--- src/include/rvv_macros.svh ---
`ifndef RVV_MACROS_SVH
`define RVV_MACROS_SVH

// vector register width in bits
`define RVV_VLEN 64

// byte lanes across one register
`define RVV_LANES 8

// architectural vector registers
`define RVV_NUM_VEC 32

// register index width
`define RVV_REG_AW 5

// memory address, taken straight from the rs1 field
`define RVV_MEM_AW 5

// instruction word
`define RVV_INSN_W 32

// major opcodes, insn[6:0]
`define RVV_OPC_LOAD 7'h07
`define RVV_OPC_STORE 7'h27
`define RVV_OPC_VOP 7'h57

`endif

--- src/vec_regfile.sv ---
`timescale 1ns/10ps
`include "rvv_macros.svh"

module vec_regfile (
    input  logic                   clk,
    input  logic                   rst,
    input  logic                   rd_en,
    input  logic [`RVV_REG_AW-1:0] rd_addr_a,
    input  logic [`RVV_REG_AW-1:0] rd_addr_b,
    input  logic                   wr_en,
    input  logic [`RVV_REG_AW-1:0] wr_addr,
    input  logic [`RVV_VLEN-1:0]   wr_data,
    output logic [`RVV_VLEN-1:0]   rd_data_a,
    output logic [`RVV_VLEN-1:0]   rd_data_b
);

    logic [`RVV_VLEN-1:0] regs [`RVV_NUM_VEC];

    // all registers start at zero
    always_ff @(posedge clk or negedge rst) begin
        if (!rst) begin
            for (int i = 0; i < `RVV_NUM_VEC; i++) begin
                regs[i] <= '0;
            end
        end else if (wr_en) begin
            regs[wr_addr] <= wr_data;
        end
    end

    // registered reads
    // held while the pipe is frozen
    always_ff @(posedge clk) begin
        if (rd_en) begin
            rd_data_a <= regs[rd_addr_a];
            rd_data_b <= regs[rd_addr_b];
        end
    end

endmodule

--- config.mk ---
export PLATFORM = sky130hd
export DESIGN_NAME = vec_regfile
export DESIGN_NICKNAME = d
export VERILOG_FILES = /design/src/vec_regfile.sv
export VERILOG_INCLUDE_DIRS = /design/src /design/src/include
export SDC_FILE = /design/constraint.sdc
export NUM_CORES = 2
export LEC_CHECK = 0
export BUFFER_PORTS_ARGS = -buffer_cell sky130_fd_sc_hd__clkbuf_2
export CORE_UTILIZATION = 47
export DETAILED_ROUTE_END_ITERATION = 7
export GPL_TIMING_DRIVEN = 0
export MAX_ROUTING_LAYER = met4
export SYNTH_ARGS = -nofsm -noshare
export SYNTH_HDL_FRONTEND = slang
export SYNTH_SLANG_ARGS = --single-unit
export TNS_END_PERCENT = 20
--- constraint.sdc ---
create_clock -name clk -period 2.05 [get_ports clk]
set_input_delay 0.41 -clock clk [delete_from_list [all_inputs] [get_ports clk]]
set_output_delay 0.41 -clock clk [all_outputs]
set_load 0.05 [all_outputs]
==> run metrics <==
H-Tree Depth 4; first-pass GRT wire length 697000 um; Synth top area share 45.7%; worst endpoint data arrival time 3.34 ns; die area 240000 um2; Synth area leader dfrtp_1; Req. time, crit path 2.83 ns; sequential fraction of the synthesis area 49.1%; Netlist cell types 39; Final period util 125%; Post-synth top flop dfrtp_1; Max-Cap Viols 4; synthesized area per cell 16.8 um2; Fin. Hold Viols 120; most frequent cells after synthesis 2048 x dfrtp_1, 1983 x mux2_2, 1154 x mux4_2; total of warnings raised by yosys 0; Crit Path Max Fanout 10; die width 490 um; share of cells above drive strength 1 58.0%; Min-Delay Path Class in -> async; failing checks negative hold slack, max-capacitance violations, max-slew violations, negative setup slack; relative slew slack -7.51%; I/O Buffers 200; CTS tree built; RSZ-0062 raised after global routing true; Final ANT Viol Nets 0; Placeable Area 236000 um2; Synth Cell Area 112000 um2; Reg clk slew, reported paths 0.06 ns; initial DRC count 11080; GRT Util Overall 45.2%; R2R Setup Slk -0.02 ns; Skew-Pair Late Insertion Delay 0.94 ns; Peak supply drop 0.814 mV; total grt overflow 0; Worst Setup Slack post-DPL -3.51 ns; Placed Area 119000 um2; drt wl/cell 49.4 um; TritonCTS Buffers 241; Clock Sinks 2176; maximum clock rate 390 MHz; largest net degree at the start of global routing 117; minimum clock period 2.56 ns; 1st-pass router iterations 6; Worst R2R Path Depth 3; Synth async-reset ratio 94.1%; Starting Density 47.5%; Leakage 0.0558 uW; Area growth, synth to finish 15.9%; initial antenna violation count 71; vias 77038; routability cong. 1.02; Net Count, Synth 6739; Slew @ Worst Pin 1.61 ns; vias in the first global route 76065; placement row count 178; final setup violation count 1430; Synth area leaders dfrtp_1 46%, mux4_2 23%, mux2_2 20%; Worst setup EP type flop; RR Startpoint regs[1745]$_DFFE_PN0P_; WS Path Type in -> reg; worst setup margin -0.514 ns; num ports 211; DP HPWL 342000 um; cts hold-fix bufs 69; outcome finished, violations left; via-per-instance ratio 7.22; clock skew 0.0499 ns; clk root buf clkbuf_16; FF-to-FF End rd_data_b[17]$_DFFE_PP_; DRC viols 0; #FFs+latches synth 2176; Synth Instances 6656; die height 490 um; count leader, synth dfrtp_1; Post-synth EDFFs 128; cell area after layout 130000 um2; WHS -0.516 ns; crit path launch type primary input; Bufs on Longest Clock Path 3; Max Slew Vio Count 22; drt total wl 527000 um; # nets final 7319; PwrDens 1030 nW/um2
==> registers in the layout (all words and copies together), names as in the netlist <==
register	count
rd_data_a	64
rd_data_b	64
regs	2048
==> report_power, final <==
group	switching (uW)	leakage (uW)	total, uW	internal (uW)
sequential	6170	0.0275	58000	51900
combinational	14000	0.0242	30200	16200
clock	19800	0.00408	46000	26200
==> metal layers <==
layer  part of all wire, %  GRT usage [%]
met2                    42           60.2
met3                    13           18.5
met1                    35           53.3
met4                   9.9           37.0
met5                     0              -
==> through the flow <==
stage | instances | power (uW) | setup TNS, ns | utilization, %
6_report | 10666 | 134000 | -238.90 | 55.0
5_1_grt | 10649 | 138000 | -182.85 | 55.0
4_1_cts | 10591 | 133000 | -151.14 | 54.9
3_5_place_dp | 10070 | 87200 | -3251.45 | 50.4
3_3_place_gp | 10006 | 85700 | - | 49.8
2_1_floorplan | 6656 | 76700 | -35.96 | -
==> worst max-delay path: stages <==
cell      delay [ns]
clkbuf_1        0.31
nand3b_1        0.29
nor2_2          0.71
clkbuf_1        1.15
mux2_2          0.44
==> worst max-delay path by stage <==
stage | from | to | slack (ns)
2_1_floorplan | rd_addr_a[0] | rd_data_a[23]$_DFFE_PP_ | -0.27
3_3_place_gp | rst | regs[30]$_DFFE_PN0P_ | -51.12
3_5_place_dp | rd_addr_b[1] | rd_data_b[14]$_DFFE_PP_ | -3.51
4_1_cts | wr_addr[3] | regs[1461]$_DFFE_PN0P_ | -0.42
5_1_grt | wr_addr[3] | regs[1324]$_DFFE_PN0P_ | -0.41
6_report | wr_addr[3] | regs[1080]$_DFFE_PN0P_ | -0.51
==> cells by family after synthesis <==
kind of cell	synth area share (%)
flip-flops	49.1
buffers and inverters	2.78
AND/OR/NAND/NOR	0.464
AO/OA/AOI/OAI	1.01
multiplexers	46.6
==> final cells by class <==
type | instances | area, um2
Fill cell | 18837 | 106000
Sequential cell | 2176 | 55100
Multi-Input combinational cell | 3765 | 54400
Clock buffer | 350 | 7100
Buffer | 710 | 4750
Tap cell | 3150 | 3940
Timing Repair Buffer | 340 | 3260
Clock inverter | 98 | 1210
Antenna cell | 75 | 188
Inverter | 2 | 7.51
==> placed cells by master, fill, tap and decap left out, types with 9 or more instances in the layout <==
cell | Yosys | layout
dfrtp_1 | 2048 | 2048
mux2_2 | 1983 | 1983
mux4_2 | 1154 | 1154
clkbuf_1 | 454 | 319
clkbuf_2 | 0 | 313
clkbuf_16 | 0 | 246
mux2_1 | 220 | 220
mux2i_1 | 145 | 142
edfxtp_1 | 128 | 128
clkbuf_8 | 0 | 83
buf_4 | 43 | 76
diode_2 | 0 | 75
buf_2 | 173 | 71
dlygate4sd3_1 | 0 | 65
buf_6 | 7 | 61
clkinv_2 | 0 | 50
buf_12 | 0 | 49
o22ai_1 | 41 | 41
clkbuf_4 | 0 | 40
buf_8 | 0 | 36
nand2_1 | 50 | 31
buf_16 | 0 | 30
a21oi_1 | 22 | 22
a221oi_1 | 43 | 18
nand2_2 | 0 | 17
bufinv_16 | 0 | 17
a221oi_2 | 0 | 15
nor2_2 | 4 | 12
nor2_1 | 24 | 10
a221o_1 | 10 | 10
a221oi_4 | 0 | 10
clkinvlp_4 | 0 | 9
==> what timing repair did <==
| action | in CTS | in global routing |
|---|---|---|
| resized for setup | 418 | 103 |
| gates cloned | 2 | 0 |
| endpoints found under the hold margin | 274 | 92 |
| setup endpoints to repair | 1772 | 1284 |
| buffers inserted | 5 | 0 |
| pin swaps | 5 | 0 |
Note: power is estimated with default switching activity, not from simulation.
