$ cat src/include/rvv_macros.svh
`ifndef RVV_MACROS_SVH
`define RVV_MACROS_SVH

// vector register width in bits
`define RVV_VLEN 64

// byte lanes across one register
`define RVV_LANES 8

// architectural vector registers
`define RVV_NUM_VEC 32

// register index width
`define RVV_REG_AW 5

// memory address, taken straight from the rs1 field
`define RVV_MEM_AW 5

// instruction word
`define RVV_INSN_W 32

// major opcodes, insn[6:0]
`define RVV_OPC_LOAD 7'h07
`define RVV_OPC_STORE 7'h27
`define RVV_OPC_VOP 7'h57

`endif

$ cat src/rvv_pkg.sv
`include "rvv_macros.svh"

package rvv_pkg;

    // major opcode field
    typedef enum logic [6:0] {
        OPC_LOAD  = `RVV_OPC_LOAD,
        OPC_STORE = `RVV_OPC_STORE,
        OPC_VOP   = `RVV_OPC_VOP
    } opc_major_e;

    // funct3 of the vector op space
    // cfg only recognized so it can retire as a no-op
    typedef enum logic [2:0] {
        OPC_IVV = 3'h0,
        OPC_IVI = 3'h3,
        OPC_CFG = 3'h7
    } opc_minor_e;

    // lane operation, pass forwards operand b
    typedef enum logic [2:0] {
        ALU_ADD  = 3'd0,
        ALU_SUB  = 3'd1,
        ALU_AND  = 3'd2,
        ALU_OR   = 3'd3,
        ALU_XOR  = 3'd4,
        ALU_PASS = 3'd5
    } alu_op_e;

    // what the writeback stage does with a packet
    typedef enum logic [1:0] {
        KIND_ALU   = 2'd0,
        KIND_LOAD  = 2'd1,
        KIND_STORE = 2'd2
    } kind_e;

    // decoded instruction
    typedef struct packed {
        kind_e                  kind;
        alu_op_e                op;
        logic [`RVV_REG_AW-1:0] vd;
        logic [`RVV_REG_AW-1:0] vs1;
        // vs3 for stores
        logic [`RVV_REG_AW-1:0] vs2;
        logic                   use_imm;
        logic [7:0]             imm;
        logic [`RVV_MEM_AW-1:0] mem_addr;
    } issue_t;

    // packet entering the lanes
    typedef struct packed {
        issue_t               iss;
        logic [`RVV_VLEN-1:0] opa;
        logic [`RVV_VLEN-1:0] opb;
    } exec_t;

    // packet into writeback
    typedef struct packed {
        kind_e                  kind;
        logic [`RVV_REG_AW-1:0] vd;
        logic [`RVV_MEM_AW-1:0] mem_addr;
        logic [`RVV_VLEN-1:0]   result;
    } wb_t;

endpackage

$ cat src/vec_writeback.sv
`timescale 1ns/10ps
`include "rvv_macros.svh"

module vec_writeback (
    input  logic                   clk,
    input  logic                   rst,
    input  logic                   wb_valid,
    input  rvv_pkg::wb_t           wb,
    input  logic [`RVV_VLEN-1:0]   mem_port_in,
    input  logic                   mem_port_valid_in,
    output logic                   mem_port_ready_out,
    output logic [`RVV_VLEN-1:0]   mem_port_out,
    output logic [`RVV_MEM_AW-1:0] mem_port_addr_out,
    output logic                   mem_port_valid_out,
    output logic                   wr_en,
    output logic [`RVV_REG_AW-1:0] wr_addr,
    output logic [`RVV_VLEN-1:0]   wr_data,
    output logic                   clear_valid,
    output logic [`RVV_REG_AW-1:0] clear_idx,
    output logic                   wb_busy
);
    import rvv_pkg::*;

    logic v_q;
    wb_t  wb_q;
    logic is_alu;
    logic is_load;
    logic is_store;

    // stage register, held while a load waits
    always_ff @(posedge clk or negedge rst) begin
        if (!rst) begin
            v_q <= 1'b0;
        end else if (!wb_busy) begin
            v_q <= wb_valid;
        end
    end

    always_ff @(posedge clk) begin
        if (!wb_busy) begin
            wb_q <= wb;
        end
    end

    assign is_alu   = v_q && (wb_q.kind == KIND_ALU);
    assign is_load  = v_q && (wb_q.kind == KIND_LOAD);
    assign is_store = v_q && (wb_q.kind == KIND_STORE);

    // load request level, dropped by the data beat
    assign mem_port_ready_out = is_load;
    assign wb_busy            = is_load && !mem_port_valid_in;

    // store lasts one cycle since the stage moves on
    assign mem_port_valid_out = is_store;
    assign mem_port_out       = wb_q.result;
    // address stays put while the stage is frozen
    assign mem_port_addr_out  = wb_q.mem_addr;

    // alu result or load data back to the regfile
    assign wr_en   = is_alu || (is_load && mem_port_valid_in);
    assign wr_addr = wb_q.vd;
    assign wr_data = is_load ? mem_port_in : wb_q.result;

    // write releases the scoreboard bit on the same edge
    assign clear_valid = wr_en;
    assign clear_idx   = wb_q.vd;

endmodule

$ cat config.mk
export PLATFORM = sky130hd
export DESIGN_NAME = vec_writeback
export DESIGN_NICKNAME = d
export VERILOG_FILES = /design/src/rvv_pkg.sv /design/src/vec_writeback.sv
export VERILOG_INCLUDE_DIRS = /design/src /design/src/include
export SDC_FILE = /design/constraint.sdc
export NUM_CORES = 1
export LEC_CHECK = 0
export BUFFER_PORTS_ARGS = -buffer_cell sky130_fd_sc_hd__buf_2
export CAP_MARGIN = 10
export CELL_PAD_IN_SITES_DETAIL_PLACEMENT = 1
export CELL_PAD_IN_SITES_GLOBAL_PLACEMENT = 2
export CORE_ASPECT_RATIO = 1.2
export CORE_MARGIN = 3
export CORE_UTILIZATION = 24
export DETAILED_ROUTE_END_ITERATION = 10
export PLACE_DENSITY_LB_ADDON = 0.1
export SYNTH_ARGS = -nofsm -noshare
export SYNTH_HDL_FRONTEND = slang
export SYNTH_SLANG_ARGS = --single-unit
$ cat constraint.sdc
create_clock -name clk -period 3.2 [get_ports clk]
set_input_delay 0.16 -clock clk [delete_from_list [all_inputs] [get_ports clk]]
set_output_delay 0.16 -clock clk [all_outputs]
set_load 0.02 [all_outputs]
==> metrics.txt <==
status=finished clean; power density cells=roughly 500 nW/um2; Slowest cell on crit path=nand3b_4; largest net degree at the start of global routing=39; Area Overhead vs Synth=56.4%; fin crit share=0.755; Detailed Place HPWL=around 9200 um; clock tree root driver cell=clkbuf_16; clk buf depth=2; CTS clock-pin slew for the worst setup and hold paths=0.06 ns; number of max-cap violations=0; clock latency on the worst-skew pair=about 0.33 ns; commonest non-fill, non-tap cell in the layout=buf_2; crit-path cells=nand3b_4 > buf_12 > mux2_4 > buf_2; Net Count, Synth=380; CTS resizes=0; initial drt markers=53; R2R depth=3; # H-tree levels=3; sequential area share after synthesis=0.584; worst slew pin tran=between 0.7 and 0.8 ns; WHS Path Cells=1; Netlist cell types=14; Synth warnings=0; synthesis-stage register bit count=77; GRT Util Overall=0.125; row cnt=50; core area=roughly 16000 um2; Hold Path Sink=mem_port_out[9]$_DFFE_PN_; vias=between 2000 and 3000; RR Endpoint=mem_port_out[48]$_DFFE_PN_; filler instances=approximately 1800; Reg area=2310 um2; average routed wire per standard cell=about 16 um; # DRC=0; first-pass GRT wire length=17100 um; Worst R2R Setup Slack=between 1 and 1.5 ns; start of the worst register-to-register path=wb_q[75]$_DFFE_PN_; sum of negative setup slack=0 ns; Leakage=3.04 nW; RSZ-0062 raised after global routing=no; die width=approximately 120 um; Cells after Synth=236; CP Class=reg -> out; post-layout min period=~2.4 ns; Slew Viols, Final=0; worst hold path type=in -> reg; Fmax achieved=0.414 GHz; CP peak stage delay=around 0.57 ns; Vias/cell=about 3.9; total wire length=11700 um; Min-Delay Startpoint=wb[9]; Crit. End Element=output pin; Startpoint Class=flop; Buffers on Ports=291; CTS tree=built; delay-heaviest family, CP=simple AND/OR/NAND/NOR gates; worst-path fanout max=36; final setup fails=0; multi-input logic area=around 970 um2; chip height=147 um; share of post-route cells with drive strength above 1=0.705; Starting Density=0.249; arrival time worst endpoint=2.26 ns; Buf+Inv Stages, Crit Path=2; nets=approximately 680; Max VDD drop=roughly 0.00024 V; Req. time, crit path=approximately 3 ns; Worst Setup SP=wb_q[75]$_DFFE_PN_; final core occ=0.389; antenna viol nets, final=0; Ports=292; vias in the first global route=roughly 3200; clk_skew=0.00455 ns; most frequent cells in the layout=buf_2, dlygate4sd3_1, edfxtp_1, mux2_4, mux2_2; DIE AREA=around 18000 um2; DR pass1 iterations=3; endpoints failing hold=0; TritonCTS Buffers=9; GPL Wtd Cong=slightly below 0.7; GRT overflow=0; clock sinks=slightly below 80; Mapped Area=around 4000 um2; Avg Cell Area, Syn=around 17 um2; Slew headroom=0.527; antenna violations before repair=1
[cells in the mapped netlist (all sizes together)]
master  instances  area share
and3b           1      0.0022
and4bb          1      0.0032
buf            87        0.17
dfrtp           1      0.0063
edfxtp         76        0.58
inv             2      0.0019
mux2           64        0.23
nand3b          1      0.0051
nor2b           1      0.0016
nor3b           1      0.0019
or2             1      0.0016
[state kept, by name, summed over array words and instances (netlist names)]
name               flops
clear_idx              5
mem_port_out          64
mem_port_addr_out      5
v_q                    1
wb_q                   2
[stage by stage]
step / setup WS [ns] / cells / area [um2] / power (mW) / hold WS, ns
after floorplan: 0.528 / 236 / 3950 / 1.65 / -0.136
after global placement: 1.13 / 651 / 5050 / 1.80 / -0.0642
after detailed placement: 1.10 / 651 / 5050 / 1.81 / -0.0634
after CTS: 0.721 / 744 / 6180 / 3.15 / 0.000391
after global routing: 0.640 / 745 / 6180 / 3.23 / 0.0102
final: 0.784 / 745 / 6180 / 3.09 / 0.0196
[where the power goes]
group	internal (mW)	switching (mW)
Sequential	1.18	0.0346
Clock	0.838	0.398
Combinational	0.315	0.325
[cell type report]
cell class | count | area share
Antenna cell | 1 | 0.000405
Clock inverter | 7 | 0.0223
Sequential cell | 77 | 0.373
Multi-Input combinational cell | 70 | 0.156
Inverter | 2 | 0.00142
Tap cell | 208 | 0.0421
Clock buffer | 9 | 0.0364
Timing Repair Buffer | 371 | 0.368
[logic make-up after synthesis]
logic type,count (synthesis),synth area share
buf+inv,89,0.172
flops,77,0.584
mux,64,0.229
simple gates,6,0.0155
[timing repair]
item | CTS | global route
setup buffers | 0 | 0
hold buffers | 77 | 0
hold endpoints to repair | 77 | 0
[worst max path at each step]
stage	end	slack (ns)	cells after the start
floorplan	clear_idx[0]$_DFFE_PN_	0.53	2
global placement	wr_data[49]	1.13	4
detailed placement	wr_data[49]	1.10	4
CTS	wr_data[49]	0.72	4
global route	wr_data[44]	0.64	4
finish	wr_data[51]	0.78	4
[per-layer routing]
| layer | global-route usage | routed length, um |
|---|---|---|
| met2 | 0.244 | 6690 |
| met1 | 0.115 | 3760 |
| met5 | 0 | 0 |
| met3 | 0.0341 | 997 |
| met4 | 0.0626 | 254 |
(Power assumes the default switching activity.)
