[config.mk]
export PLATFORM = sky130hd
export DESIGN_NAME = rvv_decoder
export DESIGN_NICKNAME = d
export VERILOG_FILES = /design/src/rvv_pkg.sv /design/src/rvv_decoder.sv
export VERILOG_INCLUDE_DIRS = /design/src /design/src/include
export SDC_FILE = /design/constraint.sdc
export NUM_CORES = 1
export LEC_CHECK = 0
export BUFFER_PORTS_ARGS = -buffer_cell sky130_fd_sc_hd__buf_4
export CORE_AREA = 5 5 112 114
export CTS_CLUSTER_SIZE = 28
export DETAILED_ROUTE_END_ITERATION = 8
export DIE_AREA = 0 0 117 119
export PLACE_DENSITY = 0.69
export SYNTH_ARGS = -nofsm -noshare
export SYNTH_HDL_FRONTEND = slang
export SYNTH_SLANG_ARGS = --single-unit
[constraint.sdc]
create_clock -name clk -period 5.7 [get_ports clk]
set_clock_uncertainty 0.2 [all_clocks]
set_input_delay 0.285 -clock clk [delete_from_list [all_inputs] [get_ports clk]]
set_output_delay 0.285 -clock clk [all_outputs]
set_load 0.03 [all_outputs]
[src/include/rvv_macros.svh]
`ifndef RVV_MACROS_SVH
`define RVV_MACROS_SVH

// vector register width in bits
`define RVV_VLEN 64

// byte lanes across one register
`define RVV_LANES 8

// architectural vector registers
`define RVV_NUM_VEC 32

// register index width
`define RVV_REG_AW 5

// memory address, taken straight from the rs1 field
`define RVV_MEM_AW 5

// instruction word
`define RVV_INSN_W 32

// major opcodes, insn[6:0]
`define RVV_OPC_LOAD 7'h07
`define RVV_OPC_STORE 7'h27
`define RVV_OPC_VOP 7'h57

`endif

[src/rvv_pkg.sv]
`include "rvv_macros.svh"

package rvv_pkg;

    // major opcode field
    typedef enum logic [6:0] {
        OPC_LOAD  = `RVV_OPC_LOAD,
        OPC_STORE = `RVV_OPC_STORE,
        OPC_VOP   = `RVV_OPC_VOP
    } opc_major_e;

    // funct3 of the vector op space
    // cfg only recognized so it can retire as a no-op
    typedef enum logic [2:0] {
        OPC_IVV = 3'h0,
        OPC_IVI = 3'h3,
        OPC_CFG = 3'h7
    } opc_minor_e;

    // lane operation, pass forwards operand b
    typedef enum logic [2:0] {
        ALU_ADD  = 3'd0,
        ALU_SUB  = 3'd1,
        ALU_AND  = 3'd2,
        ALU_OR   = 3'd3,
        ALU_XOR  = 3'd4,
        ALU_PASS = 3'd5
    } alu_op_e;

    // what the writeback stage does with a packet
    typedef enum logic [1:0] {
        KIND_ALU   = 2'd0,
        KIND_LOAD  = 2'd1,
        KIND_STORE = 2'd2
    } kind_e;

    // decoded instruction
    typedef struct packed {
        kind_e                  kind;
        alu_op_e                op;
        logic [`RVV_REG_AW-1:0] vd;
        logic [`RVV_REG_AW-1:0] vs1;
        // vs3 for stores
        logic [`RVV_REG_AW-1:0] vs2;
        logic                   use_imm;
        logic [7:0]             imm;
        logic [`RVV_MEM_AW-1:0] mem_addr;
    } issue_t;

    // packet entering the lanes
    typedef struct packed {
        issue_t               iss;
        logic [`RVV_VLEN-1:0] opa;
        logic [`RVV_VLEN-1:0] opb;
    } exec_t;

    // packet into writeback
    typedef struct packed {
        kind_e                  kind;
        logic [`RVV_REG_AW-1:0] vd;
        logic [`RVV_MEM_AW-1:0] mem_addr;
        logic [`RVV_VLEN-1:0]   result;
    } wb_t;

endpackage

[src/rvv_decoder.sv]
`timescale 1ns/10ps
`include "rvv_macros.svh"

module rvv_decoder (
    input  logic                   clk,
    input  logic                   rst,
    input  logic [`RVV_INSN_W-1:0] insn_in,
    input  logic                   wb_busy,
    input  logic                   clear_valid,
    input  logic [`RVV_REG_AW-1:0] clear_idx,
    output logic                   proc_rdy,
    output logic                   issue_valid,
    output rvv_pkg::issue_t        issue
);
    import rvv_pkg::*;

    logic [`RVV_INSN_W-1:0] insn_q;
    logic                   ready_q;
    logic [`RVV_NUM_VEC-1:0] pending;

    // raw fields
    opc_major_e             major;
    opc_minor_e             minor;
    logic [5:0]             funct6;
    logic [1:0]             mop;
    logic [`RVV_REG_AW-1:0] f_vd;
    logic [`RVV_REG_AW-1:0] f_vs1;
    logic [`RVV_REG_AW-1:0] f_vs2;

    alu_op_e fn_op;
    logic    fn_ok;
    issue_t  dec;
    logic    dec_valid;
    logic    hazard;
    logic    stall;
    logic    issue_fire;

    assign major  = opc_major_e'(insn_q[6:0]);
    assign minor  = opc_minor_e'(insn_q[14:12]);
    assign f_vd   = insn_q[11:7];
    assign f_vs1  = insn_q[19:15];
    assign f_vs2  = insn_q[24:20];
    assign mop    = insn_q[27:26];
    assign funct6 = insn_q[31:26];

    // funct6 to lane op, shared by vv and vi
    always_comb begin
        fn_ok = 1'b1;
        case (funct6)
            6'b000000: fn_op = ALU_ADD;
            6'b000010: fn_op = ALU_SUB;
            6'b001001: fn_op = ALU_AND;
            6'b001010: fn_op = ALU_OR;
            6'b001011: fn_op = ALU_XOR;
            default: begin
                fn_op = ALU_PASS;
                fn_ok = 1'b0;
            end
        endcase
    end

    always_comb begin
        dec          = '0;
        dec_valid    = 1'b0;
        dec.kind     = KIND_ALU;
        dec.op       = ALU_PASS;
        dec.vd       = f_vd;
        dec.vs1      = f_vs1;
        dec.vs2      = f_vs2;
        // simm5 sign-extended to one element
        dec.imm      = {{3{f_vs1[4]}}, f_vs1};
        dec.mem_addr = f_vs1;
        case (major)
            OPC_LOAD: begin
                dec.kind  = KIND_LOAD;
                // unit stride only
                dec_valid = (mop == 2'b00);
            end
            OPC_STORE: begin
                dec.kind  = KIND_STORE;
                // store data comes out of read port b
                dec.vs2   = f_vd;
                dec_valid = (mop == 2'b00);
            end
            OPC_VOP: begin
                case (minor)
                    OPC_IVV: begin
                        dec.op    = fn_op;
                        dec_valid = fn_ok;
                    end
                    OPC_IVI: begin
                        dec.op      = fn_op;
                        dec.use_imm = 1'b1;
                        // no vsub.vi in the ISA
                        dec_valid   = fn_ok && (fn_op != ALU_SUB);
                    end
                    OPC_CFG: dec_valid = 1'b0;
                    default: dec_valid = 1'b0;
                endcase
            end
            default: dec_valid = 1'b0;
        endcase
    end

    // raw on vs1 (vv only) and vs2/vs3, waw on vd
    always_comb begin
        hazard = 1'b0;
        if (dec_valid) begin
            if (dec.kind == KIND_ALU && !dec.use_imm && pending[dec.vs1]) begin
                hazard = 1'b1;
            end
            if (dec.kind != KIND_LOAD && pending[dec.vs2]) begin
                hazard = 1'b1;
            end
            if (dec.kind != KIND_STORE && pending[dec.vd]) begin
                hazard = 1'b1;
            end
        end
    end

    assign stall      = wb_busy | hazard;
    assign issue_fire = dec_valid & ~stall;
    assign proc_rdy   = ready_q & ~stall;

    // first cycle out of reset spent with capture cleared
    always_ff @(posedge clk or negedge rst) begin
        if (!rst) begin
            ready_q <= 1'b0;
            insn_q  <= '0;
        end else begin
            ready_q <= 1'b1;
            if (proc_rdy) begin
                insn_q <= insn_in;
            end
        end
    end

    // issue register freezes under back-pressure, bubble on hazard
    always_ff @(posedge clk or negedge rst) begin
        if (!rst) begin
            issue_valid <= 1'b0;
        end else if (!wb_busy) begin
            issue_valid <= issue_fire;
        end
    end

    always_ff @(posedge clk) begin
        if (!wb_busy) begin
            issue <= dec;
        end
    end

    // set and clear never hit the same index, set needs a clear bit
    always_ff @(posedge clk or negedge rst) begin
        if (!rst) begin
            pending <= '0;
        end else begin
            if (clear_valid) begin
                pending[clear_idx] <= 1'b0;
            end
            if (issue_fire && dec.kind != KIND_STORE) begin
                pending[dec.vd] <= 1'b1;
            end
        end
    end

endmodule

==> flow_summary.json <==
{
  "run_status": "finished, final reports clean",
  "num_antenna_cells": 0,
  "clock_net_sink_count": 86,
  "drt_pre_antenna_iters": 5,
  "worstSetupPathType": "reg2out",
  "cts.root.buffer_cell": "sky130_fd_sc_hd__clkbuf_16",
  "routed-via-count": 5224,
  "gp_congestion": 0.918,
  "cts.repair.resized": 0,
  "seq_area_frac_synth": 0.403,
  "netlist-cell-type-count": 70,
  "power.density_nw_per_um2": 308,
  "crit_fanout": 35,
  "slowest_cell_on_the_critical_path": "sky130_fd_sc_hd__a32o_2",
  "area_delta_synth_final_pct": 14.3,
  "synth-edff-count": 21,
  "worst_ep_required_time_ns": 5.22,
  "yosysWarnings": 0,
  "fin_crit_sh": 0.819,
  "worstSetupStartpointType": "flop",
  "grt_util_all_layers": 0.243,
  "vdd_ir_drop_max_v": 0.000173,
  "postCtsSetupRepairBufs": 0,
  "setup_repair_after_global_routing_missed_its_margin": "no",
  "ys.flop_type": "sky130_fd_sc_hd__dfrtp_1",
  "clock_buffers_created_by_tritoncts": 9,
  "rows": 39,
  "met3_usage": 0.0330,
  "grt_pass1_wl_um": 26900,
  "hold_buffers": 4,
  "postRouteAntennaNets": 0,
  "gr-total-overflow": 0,
  "clk_latency_ns": 0.35,
  "clkSlewWorstSetupHoldPaths_ns": 0.07,
  "vias_per_cell": 6.60,
  "grt_antenna_before_repair": 0,
  "port-buffer-count": 75,
  "nNetsFinal": 685,
  "globalRouteMet1Util": 0.339,
  "hpwlAfterDp_um": 11200,
  "finalHoldWorstSlack_ns": 0.00388,
  "globalRouteMet2Util": 0.378,
  "dr.first_iter.drc_count": 461,
  "critical_path.endpoint_type": "output port",
  "cts_htree_levels": 3,
  "setup_viol_count_final": 0,
  "rrSetupSlack_ns": 1.19,
  "avgRoutedWirePerCell_um": 20.8,
  "totalNegativeSetupSlack_ns": 0,
  "path_buf_inv": 3,
  "nFillCells": 1025,
  "pin_count": 77,
  "final_period_demand_of_the_worst_path_ns": 4.67,
  "timing.critical_path.max_delay_family": "compound AO/OA/AOI/OAI gates",
  "floorplan.core_area_um2": 11300,
  "fmax_mhz": 214,
  "worst_pin_slew_ns": 1.22,
  "synth-seq-cells": 86,
  "max_slew_margin_vs_limit": 0.182,
  "synth_async_reset_ratio": 0.756,
  "synth_nets": 654,
  "die_width_um": 117,
  "final_max_slew_viol_count": 0,
  "drv.max_cap_violation_count": 0,
  "drcViolationCount": 0,
  "worst_hold_path_type": "in2reg",
  "syn-instance-count": 613,
  "grt-busiest-layer": "met2",
  "height_of_the_die_um": 119,
  "finalWirelength_um": 16500,
  "drive_gt1_frac": 0.208,
  "syn_avg_cell_area_um2": 9.14,
  "floorplan.initialDensity": 0.495,
  "leakagePower_nw": 2.44,
  "cts_tree": "built",
  "cts_buffer_depth": 2,
  "synth.cell_area_um2": 5600,
  "timing.critical_path.cells": "nor3b_2 > nand2_1 > inv_2 > mux2i_1 > inv_1 > a211o_1 > a31oi_1 > a32o_2 > a21oi_1 > nor2_1 > buf_4",
  "largest_stage_delay_on_the_critical_path_ns": 0.69,
  "via_count_of_the_first_global_routing_pass": 5133,
  "design.die.area_um2": 13900,
  "worst_ep_arrival_time_ns": 4.19,
  "maximum_number_of_pins_on_one_net_before_global_route_repair": 72,
  "hold_viol_final": 0
}
metrics by stage:
step | area (µm²) | setup WS (ns) | utilization | std cells | power (mW)
finish | 6400 | 1.03 | 0.566 | 792 | 1.97
CTS | 6400 | 1.12 | 0.566 | 792 | 1.97
global route | 6400 | 0.659 | 0.566 | 792 | 2.07
detailed placement | 6060 | 1.33 | 0.536 | 772 | 1.37
global placement | 6060 | 1.42 | 0.536 | 772 | 1.36
floorplan | 5600 | 2.60 | - | 613 | 1.22
sequential cells by signal (all words and copies together) (netlist names):
register     flops
pending         32
insn_q          31
issue           21
issue_valid      1
ready_q          1
kinds of logic after synthesis:
kind of cell           Yosys count  share of synthesized area
AND/OR/NAND/NOR                220                      0.207
buffers and inverters           72                     0.0634
XOR/XNOR                         3                    0.00469
AO/OA/AOI/OAI                  203                      0.228
multiplexers                    28                     0.0933
other                            1                   0.000669
flip-flops                      86                      0.403
worst register-to-register path, cell delays in order, from the launching register on:
cell	delay (ns)
sky130_fd_sc_hd__dfrtp_1	0.44
sky130_fd_sc_hd__nor3b_2	0.36
sky130_fd_sc_hd__nand2_1	0.40
sky130_fd_sc_hd__inv_2	0.36
sky130_fd_sc_hd__mux2i_1	0.39
sky130_fd_sc_hd__inv_1	0.21
sky130_fd_sc_hd__a211o_1	0.30
sky130_fd_sc_hd__a31oi_1	0.18
sky130_fd_sc_hd__a32o_2	0.69
sky130_fd_sc_hd__buf_4	0.46
sky130_fd_sc_hd__mux2_1	0.38
sky130_fd_sc_hd__nand3_1	0.08
cell type report:
| type | instances | area, µm² | area share |
|---|---|---|---|
| Timing Repair Buffer | 83 | 633 | 0.0988 |
| Inverter | 9 | 33.8 | 0.00527 |
| Clock inverter | 5 | 47.5 | 0.00742 |
| Clock buffer | 11 | 253 | 0.0395 |
| Tap cell | 143 | 179 | 0.0279 |
| Sequential cell | 86 | 2260 | 0.352 |
| Multi-Input combinational cell | 455 | 3000 | 0.469 |
synth_stat cells (all sizes together) (3+ instances only):
cell	n	area share
nor2	14	0.0094
clkbuf	33	0.022
nor2b	3	0.0033
and4b	3	0.0054
a31oi	23	0.026
or3	3	0.0033
a311oi	3	0.0047
o2111ai	3	0.0047
mux2	4	0.0080
nand2b	12	0.013
mux2i	5	0.0089
o211ai	30	0.040
a32o	3	0.0056
nand3b	8	0.011
nand4	32	0.038
buf	30	0.035
a211oi	7	0.0094
or3b	5	0.0078
and3	11	0.012
edfxtp	21	0.11
dfrtp	65	0.29
nand2	100	0.067
inv	9	0.0060
nand3	15	0.016
o21ai	96	0.088
mux4	19	0.076
nor3	4	0.0036
a211o	3	0.0047
a21oi	14	0.013
final timing paths:
path                               endpoint  cells past startpoint         from
worst max-delay path               proc_rdy                     11    insn_q[5]
worst min-delay path             insn_q[30]                      3  insn_in[30]
worst max register to register    insn_q[5]                     11    insn_q[5]
worst min register to register    insn_q[3]                      2    insn_q[3]
max in group asynchronous        insn_q[15]                      2          rst
min in group asynchronous       pending[26]                      2          rst
report_power, final:
part           leakage [nW]  switching, mW  internal (mW)  total (mW)
Sequential             1.04          0.149          0.704       0.853
Combinational          1.25          0.304          0.211       0.516
Clock                 0.150          0.245          0.359       0.604
Total                  2.44          0.699           1.27        1.97
layout by cell type (no fill, tap or decap), types with 3 or more instances in the layout:
master / synthesis / final
sky130_fd_sc_hd__dfrtp_1: 65 / 65
sky130_fd_sc_hd__o21ai_0: 86 / 85
sky130_fd_sc_hd__nand3_1: 12 / 12
sky130_fd_sc_hd__nor3_1: 4 / 4
sky130_fd_sc_hd__o2111ai_1: 3 / 3
sky130_fd_sc_hd__mux2_2: 3 / 3
sky130_fd_sc_hd__nand3b_1: 8 / 8
sky130_fd_sc_hd__and3_1: 11 / 11
sky130_fd_sc_hd__or3b_2: 4 / 4
sky130_fd_sc_hd__nand2_1: 99 / 98
sky130_fd_sc_hd__a211o_1: 3 / 3
sky130_fd_sc_hd__a21oi_1: 14 / 14
sky130_fd_sc_hd__edfxtp_1: 21 / 21
sky130_fd_sc_hd__o211ai_1: 30 / 30
sky130_fd_sc_hd__nand2b_1: 12 / 12
sky130_fd_sc_hd__inv_1: 8 / 8
sky130_fd_sc_hd__a211oi_1: 7 / 7
sky130_fd_sc_hd__nor2_1: 14 / 14
sky130_fd_sc_hd__dlygate4sd3_1: 0 / 4
sky130_fd_sc_hd__mux2i_1: 5 / 5
sky130_fd_sc_hd__or3_1: 3 / 3
sky130_fd_sc_hd__mux4_2: 19 / 19
sky130_fd_sc_hd__buf_4: 18 / 79
sky130_fd_sc_hd__o21ai_1: 9 / 10
sky130_fd_sc_hd__a31oi_1: 23 / 23
sky130_fd_sc_hd__and4b_1: 3 / 3
sky130_fd_sc_hd__nand3_2: 3 / 3
sky130_fd_sc_hd__a311oi_1: 3 / 3
sky130_fd_sc_hd__nand4_1: 31 / 31
sky130_fd_sc_hd__clkbuf_16: 0 / 9
routing by layer:
metal	routed length, µm	up-vias	part of all wire
met4	512	0	0.031
met1	7100	2610	0.43
met5	0	-	0
met2	7890	199	0.48
met3	959	36	0.058
li1	-	2379	-
No activity file was read; power rests on OpenSTA's default activity.
