--- config.mk ---
export PLATFORM = sky130hd
export DESIGN_NAME = vec_lane
export DESIGN_NICKNAME = d
export VERILOG_FILES = /design/src/rvv_pkg.sv /design/src/vec_lane.sv
export VERILOG_INCLUDE_DIRS = /design/src /design/src/include
export SDC_FILE = /design/constraint.sdc
export NUM_CORES = 1
export LEC_CHECK = 0
export BUFFER_PORTS_ARGS = -buffer_cell sky130_fd_sc_hd__buf_2
export CAP_MARGIN = 20
export CORE_MARGIN = 2
export CORE_UTILIZATION = 59
export DETAILED_ROUTE_END_ITERATION = 8
export PLACE_DENSITY = 0.85
export RECOVER_POWER = 100
export SYNTH_ARGS = -nofsm -noshare
export SYNTH_HDL_FRONTEND = slang
export SYNTH_SLANG_ARGS = --single-unit
--- constraint.sdc ---
create_clock -name clk -period 1.5 [get_ports clk]
set_input_delay 0.075 -clock clk [delete_from_list [all_inputs] [get_ports clk]]
set_output_delay 0.075 -clock clk [all_outputs]
set_load 0.1 [all_outputs]
--- src/include/rvv_macros.svh ---
`ifndef RVV_MACROS_SVH
`define RVV_MACROS_SVH

// vector register width in bits
`define RVV_VLEN 64

// byte lanes across one register
`define RVV_LANES 8

// architectural vector registers
`define RVV_NUM_VEC 32

// register index width
`define RVV_REG_AW 5

// memory address, taken straight from the rs1 field
`define RVV_MEM_AW 5

// instruction word
`define RVV_INSN_W 32

// major opcodes, insn[6:0]
`define RVV_OPC_LOAD 7'h07
`define RVV_OPC_STORE 7'h27
`define RVV_OPC_VOP 7'h57

`endif

--- src/rvv_pkg.sv ---
`include "rvv_macros.svh"

package rvv_pkg;

    // major opcode field
    typedef enum logic [6:0] {
        OPC_LOAD  = `RVV_OPC_LOAD,
        OPC_STORE = `RVV_OPC_STORE,
        OPC_VOP   = `RVV_OPC_VOP
    } opc_major_e;

    // funct3 of the vector op space
    // cfg only recognized so it can retire as a no-op
    typedef enum logic [2:0] {
        OPC_IVV = 3'h0,
        OPC_IVI = 3'h3,
        OPC_CFG = 3'h7
    } opc_minor_e;

    // lane operation, pass forwards operand b
    typedef enum logic [2:0] {
        ALU_ADD  = 3'd0,
        ALU_SUB  = 3'd1,
        ALU_AND  = 3'd2,
        ALU_OR   = 3'd3,
        ALU_XOR  = 3'd4,
        ALU_PASS = 3'd5
    } alu_op_e;

    // what the writeback stage does with a packet
    typedef enum logic [1:0] {
        KIND_ALU   = 2'd0,
        KIND_LOAD  = 2'd1,
        KIND_STORE = 2'd2
    } kind_e;

    // decoded instruction
    typedef struct packed {
        kind_e                  kind;
        alu_op_e                op;
        logic [`RVV_REG_AW-1:0] vd;
        logic [`RVV_REG_AW-1:0] vs1;
        // vs3 for stores
        logic [`RVV_REG_AW-1:0] vs2;
        logic                   use_imm;
        logic [7:0]             imm;
        logic [`RVV_MEM_AW-1:0] mem_addr;
    } issue_t;

    // packet entering the lanes
    typedef struct packed {
        issue_t               iss;
        logic [`RVV_VLEN-1:0] opa;
        logic [`RVV_VLEN-1:0] opb;
    } exec_t;

    // packet into writeback
    typedef struct packed {
        kind_e                  kind;
        logic [`RVV_REG_AW-1:0] vd;
        logic [`RVV_MEM_AW-1:0] mem_addr;
        logic [`RVV_VLEN-1:0]   result;
    } wb_t;

endpackage

--- src/vec_lane.sv ---
`timescale 1ns/10ps

module vec_lane (
    input  logic             clk,
    input  logic             rst,
    input  logic             en,
    input  rvv_pkg::alu_op_e op,
    input  logic [7:0]       a,
    input  logic [7:0]       b,
    output logic [7:0]       y
);
    import rvv_pkg::*;

    logic [7:0] res;

    // b is vs2, a is vs1 or the immediate
    // add and sub just wrap in 8 bits
    always_comb begin
        case (op)
            ALU_ADD: res = b + a;
            ALU_SUB: res = b - a;
            ALU_AND: res = b & a;
            ALU_OR:  res = b | a;
            ALU_XOR: res = b ^ a;
            // store data rides through here
            default: res = b;
        endcase
    end

    always_ff @(posedge clk or negedge rst) begin
        if (!rst) begin
            y <= '0;
        end else if (en) begin
            y <= res;
        end
    end

endmodule

==> flow_metrics.tcl, run 1 <==
set metrics [dict create \
    run_status "finished with violations" \
    violations "negative setup slack" \
    rrSetupSlack_ns 0.32 \
    cp-start-kind "input pin" \
    hold_viol_final 0 \
    post_drt_wl_per_cell_um 22.1 \
    finalSetupViolations 7 \
    tns_ns -3.39 \
    overflow 0 \
    critPathArrivalTime_ns 2.24 \
    top_register "y" \
    grt_max_degree 28 \
    cellLeakagePower_nw 1.02 \
    synth-edff-count 0 \
    die_w_um 52.7 \
    max-cap-violations 0 \
    worstPathCellList "buf_8 -> nor3b_4 -> buf_12 -> a31oi_4 -> xnor2_1 -> ha_1 -> o21ai_2 -> a21oi_4 -> o21a_1 -> or4b_1 -> nand3_1" \
    whs_path_depth 3 \
    port_buffers 29 \
    top_regs "y x8" \
    place_ws_ns -0.635 \
    syn_avg_cell_area_um2 7.70 \
    nets 298 \
    clk_latency_ns 0.26 \
    yosysSeqAreaShare_pct 14.3 \
    wl_um 6160 \
    yosysUniqueCellTypes 43 \
    grt_use_total_pct 38.3 \
    fin_cells 278 \
    cts_buffers 3 \
    dieArea_um2 2780 \
    path_clk_slew_ns 0.06 \
    antenna_left 0 \
    num_vias 1891 \
    max_stage_delay_ns 0.52 \
    netlist_area_um2 1400 \
    rows 17 \
    min_path_type "input pin to flip-flop" \
    yosysTopAreaCellShare_pct 21.4 \
    synth_cells 182 \
    antenna_found_initial 1 \
    hpwl_um 3160 \
    fin_crit_ns 2.04 \
    fin_crit_sh_pct 136 \
    area_growth_syn_to_layout_pct 49.8 \
    root_buffer "clkbuf_4" \
    htree_levels 1 \
    ys_async_sr_fraction_pct 100 \
    holdPathEnd "y[3]" \
    clockBufferDepth 2 \
    layout_setup_ws_ns -0.542 \
    final_max_slew_viol_count 0 \
    end_kind "flip-flop" \
    timing.rr.start "y[6]" \
    min_from "en" \
    vdd_drop_max_v 0.00105 \
    largest_register_ffs 8 \
    power_mw 1.58 \
    post-place-cells 266 \
    rsz0062_at_grt "yes" \
    r2r_end "y[6]" \
    drt_iter0_drc 101 \
    die_height_um 52.7 \
    required_ns 1.70 \
    drive_gt1_share_pct 42.6 \
    cts_tree "built" \
    power_density_nw_per_um2 750 \
    crit_slowest_cell "or4b_1" \
    grt_pass1_wl_um 7710 \
    reg2regPathDepth 3 \
    synthFlopType "dfrtp_1" \
    timing.fmax_ghz 0.490 \
    synthTopCellsByArea "ha_1 21%, dfrtp_1 14%, nor2_1 6.4%" \
    finClkSkew_ns 0 \
    synth_nets 229 \
    grt_pass1_vias 1654 \
    io_pins 30 \
    ys.warnings.count 0 \
    synth_commonest_cells "24 x ha_1, 24 x nor2_1, 22 x inv_1" \
    viasPerCell 6.80 \
    fp.coreArea_um2 2230 \
    drc_errors 0 \
    ys_ff_latch 8 \
    critPathMaxFanout 5 \
    tightestPinTransition_ns 0.563 \
    crit_type "input pin to flip-flop" \
    dr.pass1.iters 5 \
    start_util_pct 62.7 \
    cts.sinks 8 \
    synth_top_area_cell "ha_1" \
    gp_congestion 0.979 \
    relSlewSlack_pct 62.7 \
]
[critical path: cells and delay by family]
family / cells / cell delay (ns)
AO/OA/AOI/OAI: 4 / 0.45
XOR/XNOR: 1 / 0.25
adder cells (fa/ha/maj): 1 / 0.33
AND/OR/NAND/NOR: 3 / 0.86
buffers and inverters: 2 / 0.26
[layout by cell type (no fill, tap or decap), types with 4 or more instances in the layout]
| cell | instances |
|---|---|
| buf_4 | 37 |
| nor2_1 | 23 |
| ha_1 | 21 |
| inv_1 | 20 |
| buf_2 | 18 |
| o21ai_0 | 9 |
| clkbuf_2 | 8 |
| dfrtp_1 | 8 |
| o22ai_1 | 7 |
| nand2_1 | 7 |
| xnor2_1 | 6 |
| a21oi_1 | 6 |
| nor3_1 | 4 |
| o21a_1 | 4 |
| buf_6 | 4 |
[worst max path at each step]
| stage | from | to | slack, ns | cells after the start |
|---|---|---|---|---|
| detailed placement | op[2] | y[7] | -0.64 | 10 |
| global route | op[2] | y[7] | -0.78 | 12 |
| floorplan | op[2] | y[7] | -0.55 | 10 |
| global placement | op[2] | y[7] | -0.60 | 10 |
| CTS | op[1] | y[5] | -0.32 | 12 |
| finish | op[2] | y[6] | -0.54 | 11 |
[what timing repair did]
item / in CTS / in global routing
setup buffers: 5 / 3
hold buffers: 1 / 0
endpoints found under the setup margin: 7 / 7
endpoints found under the hold margin: 8 / 0
pin swaps: 15 / 11
resized for setup: 21 / 10
[cells by family (layout without fill, tap and decap cells)]
family | Yosys count | count (layout) | share of synthesized area [%]
DFF | 8 | 8 | 14.3
xor gates and xnor gates | 7 | 7 | 4.38
buffers and inverters | 30 | 97 | 9.73
adders and majority gates | 25 | 25 | 22.9
other | 0 | 1 | 0
and+or+nand+nor | 54 | 54 | 19.6
AOI/OAI and AO/OA | 52 | 52 | 24.5
muxes | 6 | 6 | 4.64
[metrics by stage]
step                utilization (%)  hold slack, ns  instance area, um^2
floorplan                         -          -0.221                 1450
global placement               82.5         -0.0831                 1840
detailed placement             82.5         -0.0771                 1840
CTS                            90.0           0.188                 2010
global route                   94.0           0.299                 2100
finish                         94.0           0.280                 2100
[per-layer routing]
metal  wire (um)  share of wire, %  vias up  GRT usage, %
met5           0                 0        -             0
met1        2110                34      860          42.0
met2        2730                44      176          70.4
met3         627                10       76          6.57
li1            -                 -      779             -
met4         688                11        0          17.5
[area by class of cell]
cell class                      instances  area (um^2)
Sequential cell                         8          200
Tap cell                               28         35.0
Clock buffer                            3         22.5
Inverter                               22         82.6
Timing Repair Buffer                   72          522
Antenna cell                            1         2.50
Multi-Input combinational cell        144         1230
Fill cell                              76          134
[report_power, final]
group          leakage (nW)  switching, mW  internal [mW]
clock                0.0138         0.0793         0.0920
combinational         0.916          0.711          0.415
sequential           0.0938         0.0257          0.252
total                  1.02          0.816          0.759
(Power assumes the default switching activity.)
==> run 2, diff against run 1 <==
--- a/config.mk
+++ b/config.mk
@@ -6,12 +6,13 @@
 export SDC_FILE = /design/constraint.sdc
 export NUM_CORES = 1
 export LEC_CHECK = 0
+export ABC_AREA = 1
 export BUFFER_PORTS_ARGS = -buffer_cell sky130_fd_sc_hd__buf_2
 export CAP_MARGIN = 20
 export CORE_MARGIN = 2
 export CORE_UTILIZATION = 59
 export DETAILED_ROUTE_END_ITERATION = 8
-export PLACE_DENSITY = 0.85
+export PLACE_DENSITY_LB_ADDON = 0.05
 export RECOVER_POWER = 100
 export SYNTH_ARGS = -nofsm -noshare
 export SYNTH_HDL_FRONTEND = slang
==> run 2 against run 1 <==
  * Worst hold slack worse by 0.15 ns
  * Die area is 2.0% lower
  * Via count is 7.6% higher
  * Sequential share of layout area is 0.29 points higher
  * The run still ends with negative setup slack left
==> flow_metrics.tcl, run 2 <==
set metrics [dict create \
    run_status "finished with violations" \
    violations "negative setup slack" \
    layout_setup_ws_ns -0.584 \
    finClkSkew_ns 0 \
    relSlewSlack_pct 64.0 \
    largest_register_ffs 8 \
    grt_use_total_pct 38.4 \
    required_ns 1.66 \
    power_mw 1.49 \
    max-cap-violations 0 \
    die_height_um 52.2 \
    dieArea_um2 2730 \
    synth_top_area_cell "ha_1" \
    fillCellCount 93 \
    antenna_found_initial 0 \
    die_w_um 52.2 \
    ys_async_sr_fraction_pct 100 \
    timing.fmax_ghz 0.480 \
    min_from "en" \
    place_ws_ns -0.663 \
    cts_buffers 3 \
    cts_tree "built" \
    synth.most_common_cell "nand2_1" \
    critPathMaxFanout 3 \
    top_register "y" \
    synthTopCellsByArea "ha_1 22%, nand2_1 15%, dfrtp_1 15%" \
    clockBufferDepth 2 \
    final_common_cell "nand2_1" \
    dr.pass1.iters 5 \
    diodes 0 \
    tightestPinTransition_ns 0.543 \
    fin_area_um2 2040 \
    clk_latency_ns 0.26 \
    fp.coreArea_um2 2210 \
    yosysTopAreaCellShare_pct 21.9 \
    wl_um 6660 \
    post_drt_wl_per_cell_um 21.5 \
    synth-edff-count 0 \
    antenna_left 0 \
    port_buffers 29 \
    htree_levels 1 \
    grt_pass1_wl_um 7730 \
    synth_cells 215 \
    start_util_pct 62.0 \
    rows 17 \
    crit_type "input pin to flip-flop" \
    cellLeakagePower_nw 1.16 \
    fin_crit_sh_pct 139 \
    power_density_nw_per_um2 733 \
    yosysUniqueCellTypes 26 \
    hpwl_um 3450 \
    final_cell_mix "50 x nand2_1, 37 x inv_1, 31 x buf_4" \
    grt_pass1_vias 1767 \
    yosysSeqAreaShare_pct 14.6 \
    fin_crit_ns 2.08 \
    end_kind "flip-flop" \
    gp_congestion 0.866 \
    synth_commonest_cells "55 x nand2_1, 44 x inv_1, 24 x ha_1" \
    rrSetupSlack_ns 0.80 \
    finalSetupViolations 7 \
    final_max_slew_viol_count 0 \
    synth_nets 262 \
    num_vias 2034 \
    path_clk_slew_ns 0.05 \
    rsz0062_at_grt "yes" \
    hold_viol_final 0 \
    holdPathEnd "y[1]" \
    area_growth_syn_to_layout_pct 48.6 \
    syn_avg_cell_area_um2 6.38 \
    ys.warnings.count 0 \
    cts.sinks 8 \
    min_path_type "input pin to flip-flop" \
    final_util_pct 92.1 \
    r2r_end "y[3]" \
    drive_gt1_share_pct 36.9 \
    nets 331 \
    tns_ns -2.50 \
    io_pins 30 \
    drc_errors 0 \
    cp-start-kind "input pin" \
    grt_max_degree 10 \
    reg2regPathDepth 2 \
    drt_iter0_drc 241 \
    overflow 0 \
    critPathArrivalTime_ns 2.24 \
    place_area_um2 1860 \
    timing.rr.start "y[3]" \
    viasPerCell 6.56 \
    vdd_drop_max_v 0.000567 \
    netlist_area_um2 1370 \
    whs_path_depth 3 \
    top_regs "y x8" \
    root_buffer "clkbuf_4" \
    synthFlopType "dfrtp_1" \
    ys_ff_latch 8 \
]
==> run 2: cell types whose count changed after synthesis, sizes merged, moves of 7 or more <==
cell,before,now
nor2,25,14
nand3,3,16
nand2,7,57
buf,7,0
inv,22,46
o22ai,8,0
==> run 2: cells by family after synthesis <==
family	after synthesis	synth area share [%]
adders and majority gates	25	23.4
buffers and inverters	47	12.9
and+or+nand+nor	95	30.7
xor gates and xnor gates	6	3.83
DFF	8	14.6
AOI/OAI and AO/OA	34	14.6
==> run 2: critical path: stages <==
cell and delay (ns):
buf_12 0.12, inv_12 0.04, ha_4 0.12, inv_2 0.04, nor3_2 0.11, inv_1 0.10, o31ai_2 0.25, xor2_1 0.22
inv_1 0.11, ha_4 0.31, nand2_4 0.07, nor2_2 0.15, nand2_1 0.08, nand3_1 0.09, nand2_1 0.07, nand3_1 0.08
nand2_1 0.07, nand2_1 0.09, nand2_1 0.06
==> run 2: per-layer routing <==
layer | part of all wire (%) | GRT usage, % | vias up
li1 | - | - | 828
met1 | 32 | 43.1 | 905
met2 | 44 | 69.6 | 207
met3 | 13 | 4.29 | 94
met4 | 10 | 21.4 | 0
met5 | 0 | 0 | -
==> run 2: worst max-delay path by stage <==
stage | startpoint | to | slack (ns) | depth (start not counted)
finish | a[1] | y[7] | -0.58 | 19
global route | a[0] | y[7] | -0.74 | 19
CTS | a[0] | y[7] | -0.23 | 20
detailed placement | a[1] | y[7] | -0.66 | 20
global placement | a[1] | y[7] | -0.58 | 20
floorplan | a[1] | y[7] | -0.33 | 19
==> run 2: stage by stage <==
step	std cells	hold WS, ns
after floorplan	215	-0.221
after global placement	301	-0.0829
after global routing	310	0.142
final	310	0.130
after detailed placement	301	-0.0771
after CTS	309	0.132
==> run 2: what timing repair did <==
action                     CTS  global route
resized for setup           22            11
setup endpoints to repair    7             7
hold buffers                 1             0
pin swaps                   23            15
hold endpoints to repair     8             0
buffers inserted             4             1
==> run 2: layout make-up <==
type | instances | area, um^2 | share of cell area (%)
Multi-Input combinational cell | 160 | 1130 | 55.4
Timing Repair Buffer | 64 | 454 | 22.3
Sequential cell | 8 | 200 | 9.82
Inverter | 47 | 196 | 9.64
Tap cell | 28 | 35.0 | 1.72
Clock buffer | 3 | 22.5 | 1.10
==> run 2: where the power goes <==
| group | switching (mW) | leakage, nW | internal (mW) |
|---|---|---|---|
| combinational | 0.721 | 1.05 | 0.339 |
| sequential | 0.0170 | 0.0988 | 0.248 |
| clock | 0.0773 | 0.0138 | 0.0918 |
| total | 0.816 | 1.16 | 0.678 |
==> run 3, diff against run 2 <==
--- a/config.mk
+++ b/config.mk
@@ -10,10 +10,11 @@
 export BUFFER_PORTS_ARGS = -buffer_cell sky130_fd_sc_hd__buf_2
 export CAP_MARGIN = 20
 export CORE_MARGIN = 2
-export CORE_UTILIZATION = 59
+export CORE_UTILIZATION = 55
 export DETAILED_ROUTE_END_ITERATION = 8
 export PLACE_DENSITY_LB_ADDON = 0.05
 export RECOVER_POWER = 100
+export SKIP_LAST_GASP = 1
 export SYNTH_ARGS = -nofsm -noshare
 export SYNTH_HDL_FRONTEND = slang
 export SYNTH_SLANG_ARGS = --single-unit
==> constraint.sdc (replaced) <==
create_clock -name clk -period 2.28 [get_ports clk]
set_input_delay 0.114 -clock clk [delete_from_list [all_inputs] [get_ports clk]]
set_output_delay 0.114 -clock clk [all_outputs]
set_load 0.02 [all_outputs]
==> run 3 against run 2 <==
  * The flow now finishes without violations
  * Final cell count fell by 9.4%
  * First-iteration DRC count fell by 94%
  * Clock skew did not move
  * Die area rose by 6.7%
  * Sequential power fell by 35%
  * Via count fell by 31%
  * Worst hold slack improved by 0.031 ns
  * Design area fell by 22%
  * Clock power fell by 36%
  * Sequential share of layout area rose by 2.7 points
==> flow_metrics.tcl, run 3 (synthesis gave the netlist of run 2 again) <==
set metrics [dict create \
    run_status "completed" \
    relSlewSlack_pct 72.3 \
    cts_buffers 3 \
    grt_pass1_vias 1189 \
    dieArea_um2 2910 \
    grt_use_total_pct 23.3 \
    top_regs "y x8" \
    clockBufferDepth 2 \
    antenna_found_initial 0 \
    num_vias 1406 \
    path_clk_slew_ns 0.05 \
    clk_latency_ns 0.26 \
    die_w_um 53.9 \
    viasPerCell 5.00 \
    start_util_pct 56.9 \
    switchingPower_uw 271 \
    timing.fmax_ghz 0.500 \
    max_stage_delay_ns 0.30 \
    final_cell_mix "55 x nand2_1, 44 x inv_1, 24 x ha_1" \
    reg2regPathDepth 2 \
    max-cap-violations 0 \
    nets 300 \
    crit_type "input pin to flip-flop" \
    area_growth_syn_to_layout_pct 16.4 \
    post_drt_wl_per_cell_um 11.0 \
    post-cts-setup-buffers 0 \
    finClkSkew_ns 0 \
    end_kind "flip-flop" \
    top_register "y" \
    worstPathCellList "clkbuf_1 -> inv_1 -> ha_1 -> inv_1 -> nor3_1 -> inv_1 -> o31ai_2 -> xor2_1 -> inv_1 -> ha_1 -> nand2_1 -> inv_1 -> nand2_1 -> nand2_1 -> a21oi_1 -> nand3_1 -> nand3_1 -> nand2_1 -> nand2_1 -> nand2_1" \
    grt_max_degree 11 \
    cellLeakagePower_nw 0.951 \
    rows 18 \
    whs_path_depth 3 \
    cp-start-kind "input pin" \
    root_buffer "clkbuf_4" \
    cts.sinks 8 \
    drive_gt1_share_pct 14.3 \
    largest_register_ffs 8 \
    cts_tree "built" \
    htree_levels 1 \
    power_uw 617 \
    port_buffers 29 \
    combPwrFrac_pct 54.4 \
    dr.pass1.iters 4 \
    grt_pass1_wl_um 4970 \
    finalSetupViolations 0 \
    fin_area_um2 1600 \
    fin_crit_sh_pct 87.7 \
    hold_viol_final 0 \
    hpwl_um 2580 \
    power_density_nw_per_um2 386 \
    crit_slowest_cell "ha_1" \
    tns_ns 0 \
    antenna_left 0 \
    fillCellCount 237 \
    overflow 0 \
    wl_um 3090 \
    drc_errors 0 \
    final_common_cell "nand2_1" \
    rsz0062_at_grt "no" \
    io_pins 30 \
    place_area_um2 1580 \
    whs_ns 0.161 \
    critPathArrivalTime_ns 2.15 \
    fp.coreArea_um2 2410 \
    gp_congestion 0.879 \
    final_max_slew_viol_count 0 \
    min_path_type "input pin to flip-flop" \
    die_height_um 53.9 \
    critPathMaxFanout 3 \
    switching_share_pct 44.0 \
    required_ns 2.43 \
    p_clk_share_pct 17.8 \
    tightestPinTransition_ns 0.416 \
    p_seq_share_pct 27.8 \
    drt_iter0_drc 15 \
    fin_crit_ns 2.00 \
    diodes 0 \
    intPower_uw 346 \
    cpMostUsedCell "nand2_1" \
    vdd_drop_max_v 0.000283 \
]
-- run 3: cell types whose count changed in the layout (fill, tap and decap cells not counted), moves of 3 or more --
cell / change
o21ai_2: -3
clkbuf_2: -8
nand2_1: +5
ha_4: -4
a21oi_1: +4
inv_2: -5
inv_1: +7
buf_4: -28
ha_1: +4
clkbuf_1: +9
a21oi_2: -4
nand2_2: -4
o21ai_0: +5
-- run 3: area by class of cell --
cell class,count,area (um^2),area share [%]
timing repair buffer,33,165,10.3
tap,30,37.5,2.35
inverter,47,176,11.1
clock buffer,3,22.5,1.41
multi-input combinational,160,995,62.3
sequential,8,200,12.5
-- run 3: path summary, 6_finish.rpt --
| check | from | endpoint | slack, ns |
|---|---|---|---|
| worst max-delay path | a[0] | y[7] | 0.28 |
| worst min-delay path | b[2] | y[2] | 0.16 |
| worst max register to register | y[0] | y[0] | 1.65 |
| worst min register to register | y[4] | y[4] | 0.47 |
| max in group asynchronous | rst | y[6] | 1.69 |
| min in group asynchronous | rst | y[3] | 0.30 |
-- run 3: worst max-delay path: cells and delay by family --
kind / cells / cell delay (ns)
AOI/OAI and AO/OA: 2 / 0.31
xor gates and xnor gates: 1 / 0.16
adders and majority gates: 2 / 0.45
buffers and inverters: 6 / 0.43
and+or+nand+nor: 9 / 0.71
-- run 3: routing by layer --
layer	part of all wire, %	vias up	GRT usage, %	routed length, um
met5	0	-	0	0
li1	-	762	-	-
met1	51	600	30.1	1570
met4	1.4	0	9.40	42
met2	43	39	39.4	1340
met3	4.3	5	2.22	132
-- run 3: per-stage QoR --
step,cells,utilization (%),setup slack [ns]
6_report,281,66.3,0.280
5_1_grt,281,66.3,0.0143
4_1_cts,281,66.8,0.240
3_5_place_dp,277,65.4,-0.0191
3_3_place_gp,277,65.4,0.0106
2_1_floorplan,215,-,0.277
-- run 3: power by group through the flow --
| stage | clock, mW | combinational, mW | sequential (mW) |
|---|---|---|---|
| finish | 0.109 | 0.336 | 0.172 |
| global route | 0.121 | 0.387 | 0.175 |
| CTS | 0.110 | 0.343 | 0.171 |
| detailed placement | 0 | 0.340 | 0.173 |
| global placement | 0 | 0.336 | 0.173 |
| floorplan | 0 | 0.204 | 0.201 |
-- run 3: timing repair --
| item | CTS | global route |
|---|---|---|
| hold buffers | 1 | 0 |
| hold endpoints to repair | 8 | 0 |
| endpoints found under the setup margin | 0 | 1 |
| resized for setup | 0 | 2 |
